`src/flit_buffer_pkg.sv`:
```
package flit_buffer_pkg;

    // default router port geometry, the top level may override
    // number of virtual channels sharing one input port
    localparam int NUM_VC = 4;

    // flits per vc slice
    // power of two only, pointers wrap by overflow
    localparam int VC_DEPTH = 4;

    // flit payload bits
    localparam int PAYLOAD_W = 32;

    // head and tail flags
    localparam int HDR_W = 2;

    // what the ram holds: header plus payload, no vc field
    localparam int STORED_W = HDR_W + PAYLOAD_W;

    // incoming flit: header on top, one-hot vc, payload at the bottom
    localparam int FLIT_W = HDR_W + NUM_VC + PAYLOAD_W;

    // one bit per vc
    // used one-hot for selects, multi-hot for ssa requests
    typedef logic [NUM_VC-1:0] vc_mask_t;

    // flit as stored in ram and driven on dout
    typedef logic [STORED_W-1:0] stored_flit_t;

    // full flit as received from the link
    typedef logic [FLIT_W-1:0] flit_t;

endpackage

```
`src/flit_buffer.sv`:
```
`timescale 1ns/10ps

module flit_buffer
    import flit_buffer_pkg::*;
#(
    parameter int num_vc = NUM_VC,
    parameter int vc_depth = VC_DEPTH,
    // 1 enables speculative switch allocation bypass
    parameter int ssa_en = 1,
    localparam int vc_w = (num_vc > 1) ? $clog2(num_vc) : 1,
    localparam int ptr_w = (vc_depth > 1) ? $clog2(vc_depth) : 1,
    localparam int addr_w = vc_w + ptr_w
) (
    input  logic         clk,
    input  logic         reset,
    input  flit_t        din,
    input  vc_mask_t     vc_num_wr,
    input  vc_mask_t     vc_num_rd,
    input  logic         wr_en,
    input  logic         rd_en,
    // speculative read request, only looked at when rd_en is low
    input  vc_mask_t     ssa_rd,
    output stored_flit_t dout,
    output vc_mask_t     vc_not_empty
);

    stored_flit_t      wr_flit;
    vc_mask_t          wr_mask;
    vc_mask_t          rd_mask;
    logic [addr_w-1:0] wr_addr;
    logic [addr_w-1:0] rd_addr;

    // strip the vc field, the slice address already encodes it
    assign wr_flit = {din[FLIT_W-1 -: HDR_W], din[PAYLOAD_W-1:0]};

    // no write strobe, no pointer movement
    assign wr_mask = wr_en ? vc_num_wr : '0;

    // normal read wins over ssa
    assign rd_mask = rd_en ? vc_num_rd : ssa_rd;

    vc_pointers #(
        .num_vc   (num_vc),
        .vc_depth (vc_depth)
    ) u_pointers (
        .clk          (clk),
        .reset        (reset),
        .wr_mask      (wr_mask),
        .rd_mask      (rd_mask),
        .vc_num_wr    (vc_num_wr),
        .vc_num_rd    (vc_num_rd),
        .wr_addr      (wr_addr),
        .rd_addr      (rd_addr),
        .vc_not_empty (vc_not_empty)
    );

    // ram read port only fires on a normal read
    shared_queue_ram #(
        .ssa_en (ssa_en)
    ) u_queue (
        .clk     (clk),
        .wr_data (wr_flit),
        .wr_addr (wr_addr),
        .rd_addr (rd_addr),
        .wr_en   (wr_en),
        .rd_en   (rd_en),
        .rd_data (dout)
    );

endmodule

```
`src/shared_queue_ram.sv`:
```
`timescale 1ns/10ps

module shared_queue_ram
    import flit_buffer_pkg::*;
#(
    // 1 adds the bypass register for ssa reads
    parameter int ssa_en = 1,
    localparam int vc_w = (NUM_VC > 1) ? $clog2(NUM_VC) : 1,
    localparam int ptr_w = (VC_DEPTH > 1) ? $clog2(VC_DEPTH) : 1,
    // {vc, offset}, same split as the pointer block
    localparam int addr_w = vc_w + ptr_w
) (
    input  logic              clk,
    input  stored_flit_t      wr_data,
    input  logic [addr_w-1:0] wr_addr,
    input  logic [addr_w-1:0] rd_addr,
    input  logic              wr_en,
    input  logic              rd_en,
    output stored_flit_t      rd_data
);

    // all vc slices back to back, maps onto one block ram
    stored_flit_t mem [NUM_VC * VC_DEPTH];

    // registered ram output, holds between reads
    stored_flit_t ram_q;

    // simple dual port: write and read in the same cycle
    // a same-address read returns the old word
    always_ff @(posedge clk) begin
        if (wr_en) begin
            mem[wr_addr] <= wr_data;
        end
        if (rd_en) begin
            ram_q <= mem[rd_addr];
        end
    end

    generate
        if (ssa_en != 0) begin : g_bypass
            // incoming flit captured every cycle
            stored_flit_t bypass_q;
            // was the last cycle a normal read
            logic         rd_en_q;

            always_ff @(posedge clk) begin
                bypass_q <= wr_data;
                rd_en_q  <= rd_en;
            end

            // non-read cycles show the flit written one cycle back
            assign rd_data = rd_en_q ? ram_q : bypass_q;
        end else begin : g_direct
            assign rd_data = ram_q;
        end
    endgenerate

endmodule

```
`src/vc_pointers.sv`:
```
`timescale 1ns/10ps

module vc_pointers
    import flit_buffer_pkg::*;
#(
    parameter int num_vc = NUM_VC,
    parameter int vc_depth = VC_DEPTH,
    // vc number bits, upper part of the ram address
    localparam int vc_w = (num_vc > 1) ? $clog2(num_vc) : 1,
    // offset inside one vc slice
    localparam int ptr_w = (vc_depth > 1) ? $clog2(vc_depth) : 1,
    localparam int addr_w = vc_w + ptr_w
) (
    input  logic              clk,
    input  logic              reset,
    // gated write strobe per vc
    input  vc_mask_t          wr_mask,
    // normal read or ssa read per vc
    input  vc_mask_t          rd_mask,
    // raw one-hot selects, used for address formation only
    input  vc_mask_t          vc_num_wr,
    input  vc_mask_t          vc_num_rd,
    output logic [addr_w-1:0] wr_addr,
    output logic [addr_w-1:0] rd_addr,
    output vc_mask_t          vc_not_empty
);

    // slot offset within a slice
    typedef logic [ptr_w-1:0] ptr_t;
    // occupancy, one extra bit so a full slice fits
    typedef logic [ptr_w:0] depth_t;

    ptr_t   wr_ptr [num_vc];
    ptr_t   rd_ptr [num_vc];
    depth_t depth  [num_vc];

    // binary vc numbers from the one-hot selects
    logic [vc_w-1:0] wr_vc;
    logic [vc_w-1:0] rd_vc;

    // pointer of the selected vc
    ptr_t wr_sel_ptr;
    ptr_t rd_sel_ptr;

    // per-vc counters
    // no wrap logic needed, vc_depth is a power of two
    always_ff @(posedge clk or posedge reset) begin
        if (reset) begin
            for (int v = 0; v < num_vc; v++) begin
                wr_ptr[v] <= '0;
                rd_ptr[v] <= '0;
                depth[v]  <= '0;
            end
        end else begin
            for (int v = 0; v < num_vc; v++) begin
                if (wr_mask[v]) begin
                    wr_ptr[v] <= wr_ptr[v] + 1'b1;
                end
                if (rd_mask[v]) begin
                    rd_ptr[v] <= rd_ptr[v] + 1'b1;
                end
                // write and read together leave occupancy alone
                // this also covers the ssa bypass of a fresh flit
                if (wr_mask[v] && !rd_mask[v]) begin
                    depth[v] <= depth[v] + 1'b1;
                end else if (!wr_mask[v] && rd_mask[v]) begin
                    depth[v] <= depth[v] - 1'b1;
                end
            end
        end
    end

    // one-hot to binary and one-hot pointer mux in one pass
    // selects are one-hot, so or-ing is enough
    always_comb begin
        wr_vc      = '0;
        rd_vc      = '0;
        wr_sel_ptr = '0;
        rd_sel_ptr = '0;
        for (int v = 0; v < num_vc; v++) begin
            if (vc_num_wr[v]) begin
                wr_vc      |= vc_w'(v);
                wr_sel_ptr |= wr_ptr[v];
            end
            if (vc_num_rd[v]) begin
                rd_vc      |= vc_w'(v);
                rd_sel_ptr |= rd_ptr[v];
            end
        end
    end

    // vc number on top selects the slice
    assign wr_addr = {wr_vc, wr_sel_ptr};
    assign rd_addr = {rd_vc, rd_sel_ptr};

    // flags straight from the counters, no extra latency
    always_comb begin
        for (int v = 0; v < num_vc; v++) begin
            vc_not_empty[v] = (depth[v] != '0);
        end
    end

endmodule
```
`config.mk`:
```
export PLATFORM = sky130hd
export DESIGN_NAME = flit_buffer
export DESIGN_NICKNAME = d
export VERILOG_FILES = /design/src/flit_buffer_pkg.sv /design/src/flit_buffer.sv /design/src/shared_queue_ram.sv /design/src/vc_pointers.sv
export SDC_FILE = /design/constraint.sdc
export NUM_CORES = 1
export LEC_CHECK = 0
export BUFFER_PORTS_ARGS = -buffer_cell sky130_fd_sc_hd__buf_2
export CAP_MARGIN = 0
export CORE_UTILIZATION = 50
export CTS_CLUSTER_DIAMETER = 80
export DETAILED_ROUTE_END_ITERATION = 8
export PLACE_DENSITY = 0.76
export SLEW_MARGIN = 20
export SYNTH_ARGS = -nofsm -noshare
export SYNTH_HDL_FRONTEND = slang
export SYNTH_SLANG_ARGS = --single-unit
```
`constraint.sdc`:
```
create_clock -name clk -period 2.75 [get_ports clk]
set_input_delay 0.1375 -clock clk [delete_from_list [all_inputs] [get_ports clk]]
set_output_delay 0.1375 -clock clk [all_outputs]
set_load 0.02 [all_outputs]
```
==> results by group, run 1 <==
Critical path
  – Setup CP Type: flop to flop
  – R2r startpoint: u_pointers.rd_ptr[6]
  – Worst Path Required: 3070 ps
  – Reg-to-reg slack, setup: 110 ps
  – Cells on worst reg2reg path: 7
  – Crit end category: flop
  – Crit-path max FO: 21
  – RR Endpoint: u_queue.ram_q[15]
  – Critical Path Start Type: flop
  – Worst Path Arrival: 2960 ps

Die
  – Area of the die: 0.0488 sq mm
  – Core Rows: 79
  – Number of top-level pins: 92
  – Core area: 0.0469 sq mm
  – Die height: 221 um
  – Die W: 221 um
  – Starting density of the core: 51.1%

Power
  – Pwr Density: 905 mW/mm^2
  – Int Power: 0.0190 W
  – Comb pwr share: 18.9%
  – Sw Pwr: 0.00652 W
  – Sw Ratio: 25.5%
  – VDD IR max: 0.448 mV
  – Clock share of power: 34.3%
  – Sequential share of power: 46.8%
  – Leakage: 9.38 nW

Synthesis
  – Seq/Total Area, Yosys: 78.4%
  – Share of the synthesized area in the top cell type: 72.5%
  – Synth top area cells: edfxtp_1 72%, mux4_2 12%, dfrtp_1 2.9%
  – Synth Cell Area: 0.0239 sq mm
  – Synthesized instance count: 1091
  – Syn_nets: 1153
  – Avg Synthesized Cell Area: 21.9 sq um
  – Post-synth top flop: edfxtp_1
  – Post-synthesis async set-or-reset flop share: 4.37%
  – Cell variety after synth: 32
  – Synthesis-stage register bit count: 641
  – Yosys warns: 0
  – Yosys top cell by area: edfxtp_1
  – EDFF count, synth: 578

Outcome
  – Failing checks: design-rule violations
  – Status: complete, but fails checks

Run
  – Max Cap Viol: 0

STA
  – Setup TNS: 0 ps
  – Final Hold Violating Endpoints: 0
  – Fin crit period: 2640 ps
  – Crit share post-route: 95.8%
  – RSZ-0062 raised after global routing: no
  – Worst clock skew: 24.0 ps
  – Worst hold margin: 28.1 ps
  – Final setup vio count: 0
  – Max-slew headroom: 34.4%
  – Highest clock rate: 379 MHz
  – Slew @ Worst Pin: 982 ps
  – Final Max Tran Viols: 0

Route
  – DR WL/cell: 26.1 um
  – DRT Pass-1 Iters: 7
  – Final ANT Viol Nets: 0
  – 1st-iter DRT viols: 1193
  – Via count: 11600
  – DRT Wirelength: 50.8 mm
  – Residual DRC: 4
  – Vias per cell: 5.95

CTS
  – Clk_lat worst skew: 590 ps
  – Number of buffers created by CTS: 66
  – Clk buf depth: 3
  – CTS tree: done
  – CTS Root Buffer Type: clkbuf_16
  – H-tree levels: 3
  – Clock Sinks: 641
  – Clk pin slew, worst setup/hold paths: 60 ps
  – Post-CTS Resized: 0

Place
  – Cell Area, Placed: 0.0257 sq mm
  – Hpwl dp: 26.6 mm
  – IO Port Bufs: 87
  – GP Congestion: 0.734

Global routing
  – Grt ovf: 0
  – Initial antenna violation count: 2
  – Vias in the first global route: 12400
  – GR Util All Layers: 21.3%
  – First-pass GRT wire length: 76.0 mm
  – Pin count of the biggest net entering global routing: 63

Cells and area
  – Fillers: 3243
  – Diodes inserted: 0
  – Register area: 0.0188 sq mm
  – Layout cells sized above 1: 31.1%
  – Nets: 1345
  – P&R area growth vs syn: 17.9%
  – Area of the multi-input gates: 0.00508 sq mm
  – Cell area after layout: 0.0282 sq mm

Worst hold path
  – Hold wc startpoint: vc_num_wr[1]
  – Hold Path Stages: 3
  – Worst hold endpoint: u_pointers.wr_ptr[4]
  – Min-Delay Path Class: primary input to flop
[synth_stat cells, types with 3 or more instances]
library cell  number
a2111oi_0          4
a211oi_1           4
a21boi_0           4
a22oi_1           72
and2_1             7
buf_1              3
buf_2              6
buf_4             10
clkbuf_1          31
dfrtp_1           28
dfxtp_1           35
edfxtp_1         578
fa_1               4
ha_1               4
inv_1              5
mux2_2            38
mux2i_1            8
mux4_2           132
nand2_1           46
nand2b_1           4
nor2_1            28
or3_1              4
xnor2_1           16
xor2_1            12
[layout make-up]
| cell class | count | share of cell area [%] |
|---|---|---|
| tap | 607 | 2.69 |
| multi-input combinational | 394 | 18.0 |
| inverter | 5 | 0.0665 |
| sequential | 641 | 66.4 |
| timing repair buffer | 175 | 5.24 |
| clock buffer | 87 | 6.28 |
| clock inverter | 34 | 1.28 |
[layout by cell type, fill, tap and decap left out, types with 5 or more instances in the layout]
cell	count
edfxtp_1	578
mux4_2	132
buf_2	87
a22oi_1	72
clkbuf_16	68
nand2_1	46
dlygate4sd3_1	43
mux2_2	38
dfxtp_1	34
dfrtp_1	28
buf_4	23
buf_12	22
nor2_4	20
clkbuf_1	19
xnor2_1	16
clkinv_1	14
xor2_1	12
mux2i_1	8
nor2_1	8
and2_1	7
bufinv_16	6
inv_6	5
[repair_timing]
| item | 4_1_cts | 5_1_grt |
|---|---|---|
| setup endpoints to repair | 0 | 0 |
| hold endpoints to repair | 612 | 0 |
| buffers inserted | 0 | 0 |
| hold buffers | 43 | 0 |
[power by group through the flow]
| stage | clock network [W] | registers, W | logic (W) |
|---|---|---|---|
| final | 0.00877 | 0.0119 | 0.00484 |
| after global routing | 0.00926 | 0.0120 | 0.00521 |
| after CTS | 0.00891 | 0.0120 | 0.00493 |
| after detailed placement | 0 | 0.0121 | 0.00483 |
| after global placement | 0 | 0.0121 | 0.00472 |
| after floorplan | 0 | 0.0120 | 0.00332 |
[cell families after synthesis]
logic type                 synth area share [%]
and+or+nand+nor                            1.67
adders and majority gates                 0.544
xor gates and xnor gates                   1.02
AOI/OAI and AO/OA                          2.78
buffers and inverters                      1.10
muxes                                      14.5
DFF                                        78.4
[critical path, stage by stage, from the launching register on]
cell,delay [ps]
dfrtp_1,410
a22o_1,280
a221oi_4,230
buf_12,270
buf_12,220
mux4_2,560
a22oi_1,270
nand2_1,80
[metal layers]
metal	wire length, um	part of all wire [%]	GRT usage, %	up-vias
li1	-	-	-	4895
met1	19800	39	28.0	6036
met2	25800	51	35.7	531
met3	3860	7.6	4.01	88
met4	1250	2.5	7.69	4
met5	23	0.045	0	-
[registers in the layout (all words and copies together), names as in the netlist]
| register | cells |
|---|---|
| u_queue.mem | 544 |
| u_queue.g_bypass.bypass_q | 34 |
| u_queue.ram_q | 34 |
| u_pointers.depth | 12 |
| u_pointers.rd_ptr | 8 |
| u_pointers.wr_ptr | 8 |
| u_queue.g_bypass.rd_en_q | 1 |
[worst max path at each step]
stage / cells after the start / from / slack, ps / endpoint
final: 7 / u_pointers.rd_ptr[6] / 110 / u_queue.ram_q[15]
after CTS: 7 / u_pointers.rd_ptr[6] / 80 / u_queue.ram_q[15]
after global placement: 7 / u_pointers.rd_ptr[6] / 190 / u_queue.ram_q[6]
after global routing: 7 / u_pointers.rd_ptr[6] / 20 / u_queue.ram_q[6]
after floorplan: 4 / u_pointers.wr_ptr[4] / 30 / u_queue.mem[2][0]
after detailed placement: 7 / u_pointers.rd_ptr[6] / 150 / u_queue.ram_q[1]
[metrics by stage]
step | power, W | setup slack, ps | util [%] | cells
2_1_floorplan | 0.0154 | 30.8 | - | 1091
3_3_place_gp | 0.0168 | 187 | 54.8 | 1779
3_5_place_dp | 0.0170 | 147 | 54.8 | 1779
4_1_cts | 0.0258 | 80.5 | 60.3 | 1943
5_1_grt | 0.0265 | 15.8 | 60.3 | 1943
6_report | 0.0256 | 115 | 60.3 | 1943
(Power assumes the default switching activity.)
==> run 2, diff against run 1 <==
--- a/config.mk
+++ b/config.mk
@@ -5,7 +5,7 @@
 export SDC_FILE = /design/constraint.sdc
 export NUM_CORES = 1
 export LEC_CHECK = 0
-export BUFFER_PORTS_ARGS = -buffer_cell sky130_fd_sc_hd__buf_2
+export BUFFER_PORTS_ARGS = -buffer_cell sky130_fd_sc_hd__clkbuf_2
 export CAP_MARGIN = 0
 export CORE_UTILIZATION = 50
 export CTS_CLUSTER_DIAMETER = 80
==> run 2 against run 1 <==
The run still ends with design-rule violations left; sequential share of layout area is 0.51 points higher; die area stayed put; maximum frequency is 4.0% higher; highest routed layer unchanged; largest power group unchanged.
==> results by group, run 2 (synthesis gave the netlist of run 1 again) <==
STA
  – Worst clock skew: 27.6 ps (+3.58 ps)
  – Final setup vio count: 0 (unchanged)
  – Crit share post-route: 92.2% (-3.7 points)
  – Final Max Tran Viols: 0 (unchanged)
  – Setup TNS: 0 ps (unchanged)
  – Final Hold Violating Endpoints: 0 (unchanged)
  – RSZ-0062 raised after global routing: no
  – Setup ws final: 216 ps (+101 ps)
  – Max-slew headroom: 36.2% (+1.8 points)
  – Fin crit period: 2530 ps (-101 ps)
  – Highest clock rate: 395 MHz (+4.0%)
  – Slew @ Worst Pin: 955 ps (-26.7 ps)

Worst hold path
  – Min-Delay Path Class: primary input to flop

Run
  – Max Cap Viol: 0 (unchanged)

CTS
  – H-tree levels: 2 (-1)
  – CTS hold repair buffers: 42 (-2.3%)
  – CTS Root Buffer Type: clkbuf_16
  – Post-CTS Resized: 0 (unchanged)
  – Clk pin slew, worst setup/hold paths: 60 ps (about the same)
  – Number of buffers created by CTS: 61 (-7.6%)
  – Clock Sinks: 641 (unchanged)
  – Clk_lat worst skew: 620 ps (+30 ps)
  – Clk buf depth: 3 (unchanged)
  – CTS tree: done
  – Post-CTS Setup Repair Bufs: 0 (unchanged)

Global routing
  – Vias in the first global route: 12000 (-3.3%)
  – Pin count of the biggest net entering global routing: 72 (+14%)
  – Grt ovf: 0 (unchanged)
  – Initial antenna violation count: 2 (unchanged)
  – First-pass GRT wire length: 74.3 mm (-2.2%)
  – GR Util All Layers: 20.6% (-0.69 points)

Die
  – Core area: 0.0469 sq mm (unchanged)
  – Number of top-level pins: 92 (unchanged)
  – Core Rows: 79 (unchanged)
  – Die W: 221 um (unchanged)
  – Die height: 221 um (unchanged)
  – Starting density of the core: 51.1% (unchanged)
  – Area of the die: 0.0488 sq mm (unchanged)

Cells and area
  – Largest registers: u_queue.mem x544, u_queue.g_bypass.bypass_q x34, u_queue.ram_q x34
  – P&R area growth vs syn: 17.0%
  – Diodes inserted: 0 (unchanged)
  – Most flop-heavy register: u_queue.mem
  – Commonest cells after routing, fill and taps aside: 578 x edfxtp_1, 132 x mux4_2, 87 x clkbuf_2, 72 x a22oi_1, 62 x clkbuf_16
  – Largest register FFs: 544 (unchanged)
  – Layout cells sized above 1: 30.3% (-0.76 points)
  – Commonest non-fill, non-tap cell in the layout: edfxtp_1
  – Nets: 1331 (-1.0%)

Place
  – Pre-CTS setup slack: 192 ps (+44.6 ps)
  – IO Port Bufs: 87 (unchanged)
  – GP Congestion: 0.740 (+0.86%)
  – Hpwl dp: 24.6 mm (-7.2%)

Route
  – DR WL/cell: 25.6 um (-2.1%)
  – 1st-iter DRT viols: 1281 (+7.4%)
  – Routed wl met3: 3.57 mm (-7.6%)
  – DR top layer: met5
  – Metal2 WL: 24.7 mm (-4.5%)
  – DRT Pass-1 Iters: 7 (unchanged)
  – DRT Wirelength: 49.3 mm (-2.9%)
  – Vias per cell: 5.99 (+0.79%)
  – Residual DRC: 4 (unchanged)
  – Final ANT Viol Nets: 0 (unchanged)
  – M1 WL: 20.1 mm (+1.5%)
  – Via count: 11500 (-0.043%)

Outcome
  – Status: complete, but fails checks
  – Failing checks: design-rule violations

Power
  – VDD IR max: 0.545 mV (+22%)
  – Leakage: 9.28 nW (-1.0%)
  – Pwr Density: 887 mW/mm^2 (-2.0%)

Critical path
  – Setup CP Type: flop to flop
  – Worst Path Required: 3100 ps (+30 ps)
  – Crit end category: flop
  – Worst Path Arrival: 2890 ps (-70 ps)
  – Critical Path Start Type: flop
  – Crit-path max FO: 22 (+4.8%)
-- run 2: cell count changes in the layout (fill, tap and decap cells not counted), moves of 4 or more --
cell / previous run / this run
clkbuf_16: 68 / 62
inv_6: 5 / 1
buf_12: 22 / 28
buf_4: 23 / 9
buf_2: 87 / 0
clkinv_1: 14 / 18
clkbuf_1: 19 / 15
clkinv_2: 4 / 11
clkbuf_2: 0 / 87
-- run 2: cell type report --
cell class | count | area [sq um]
Fill cell | 3262 | 18800
Timing Repair Buffer | 166 | 1480
Clock buffer | 77 | 1610
Inverter | 5 | 18.8
Clock inverter | 37 | 307
Sequential cell | 641 | 18800
Multi-Input combinational cell | 394 | 5080
Tap cell | 607 | 759
-- run 2: metrics by stage --
step	total power [W]	utilization (%)	hold slack (ps)	instances	instance area, sq um
2_1_floorplan	0.0154	-	165	1091	23900
3_3_place_gp	0.0168	54.8	414	1771	25700
3_5_place_dp	0.0170	54.8	430	1771	25700
4_1_cts	0.0250	59.8	10.5	1927	28000
5_1_grt	0.0258	59.8	43.7	1927	28000
6_report	0.0249	59.8	31.6	1927	28000
-- run 2: routing by layer --
| metal | global-route usage [%] | up-vias |
|---|---|---|
| li1 | - | 4868 |
| met1 | 28.6 | 6112 |
| met2 | 34.1 | 485 |
| met3 | 3.32 | 80 |
| met4 | 5.87 | 4 |
| met5 | 0 | - |
-- run 2: critical path, cell delays in order (launching register included) --
cell      delay [ps]
dfrtp_1          400
a22o_1           260
a221oi_4         230
buf_12           270
buf_12           200
mux4_2           550
a22oi_1          260
nand2_1           80
-- run 2: power by group --
group	leakage [nW]	total, W	internal, W	switching [W]
clock	0.939	0.00805	0.00459	0.00347
sequential	5.88	0.0120	0.0116	0.000364
combinational	2.47	0.00485	0.00233	0.00253
-- run 2: final timing paths --
check	from	to	cells after the start	slack (ps)
min in group asynchronous	reset	u_pointers.depth[11]	3	150
worst max register to register	u_pointers.rd_ptr[6]	u_queue.ram_q[23]	7	220
worst min register to register	u_pointers.depth[2]	u_pointers.depth[2]	1	460
max in group asynchronous	reset	u_pointers.depth[6]	3	2220
worst max-delay path	u_pointers.rd_ptr[6]	u_queue.ram_q[23]	7	220
worst min-delay path	vc_num_wr[3]	u_pointers.wr_ptr[0]	3	30
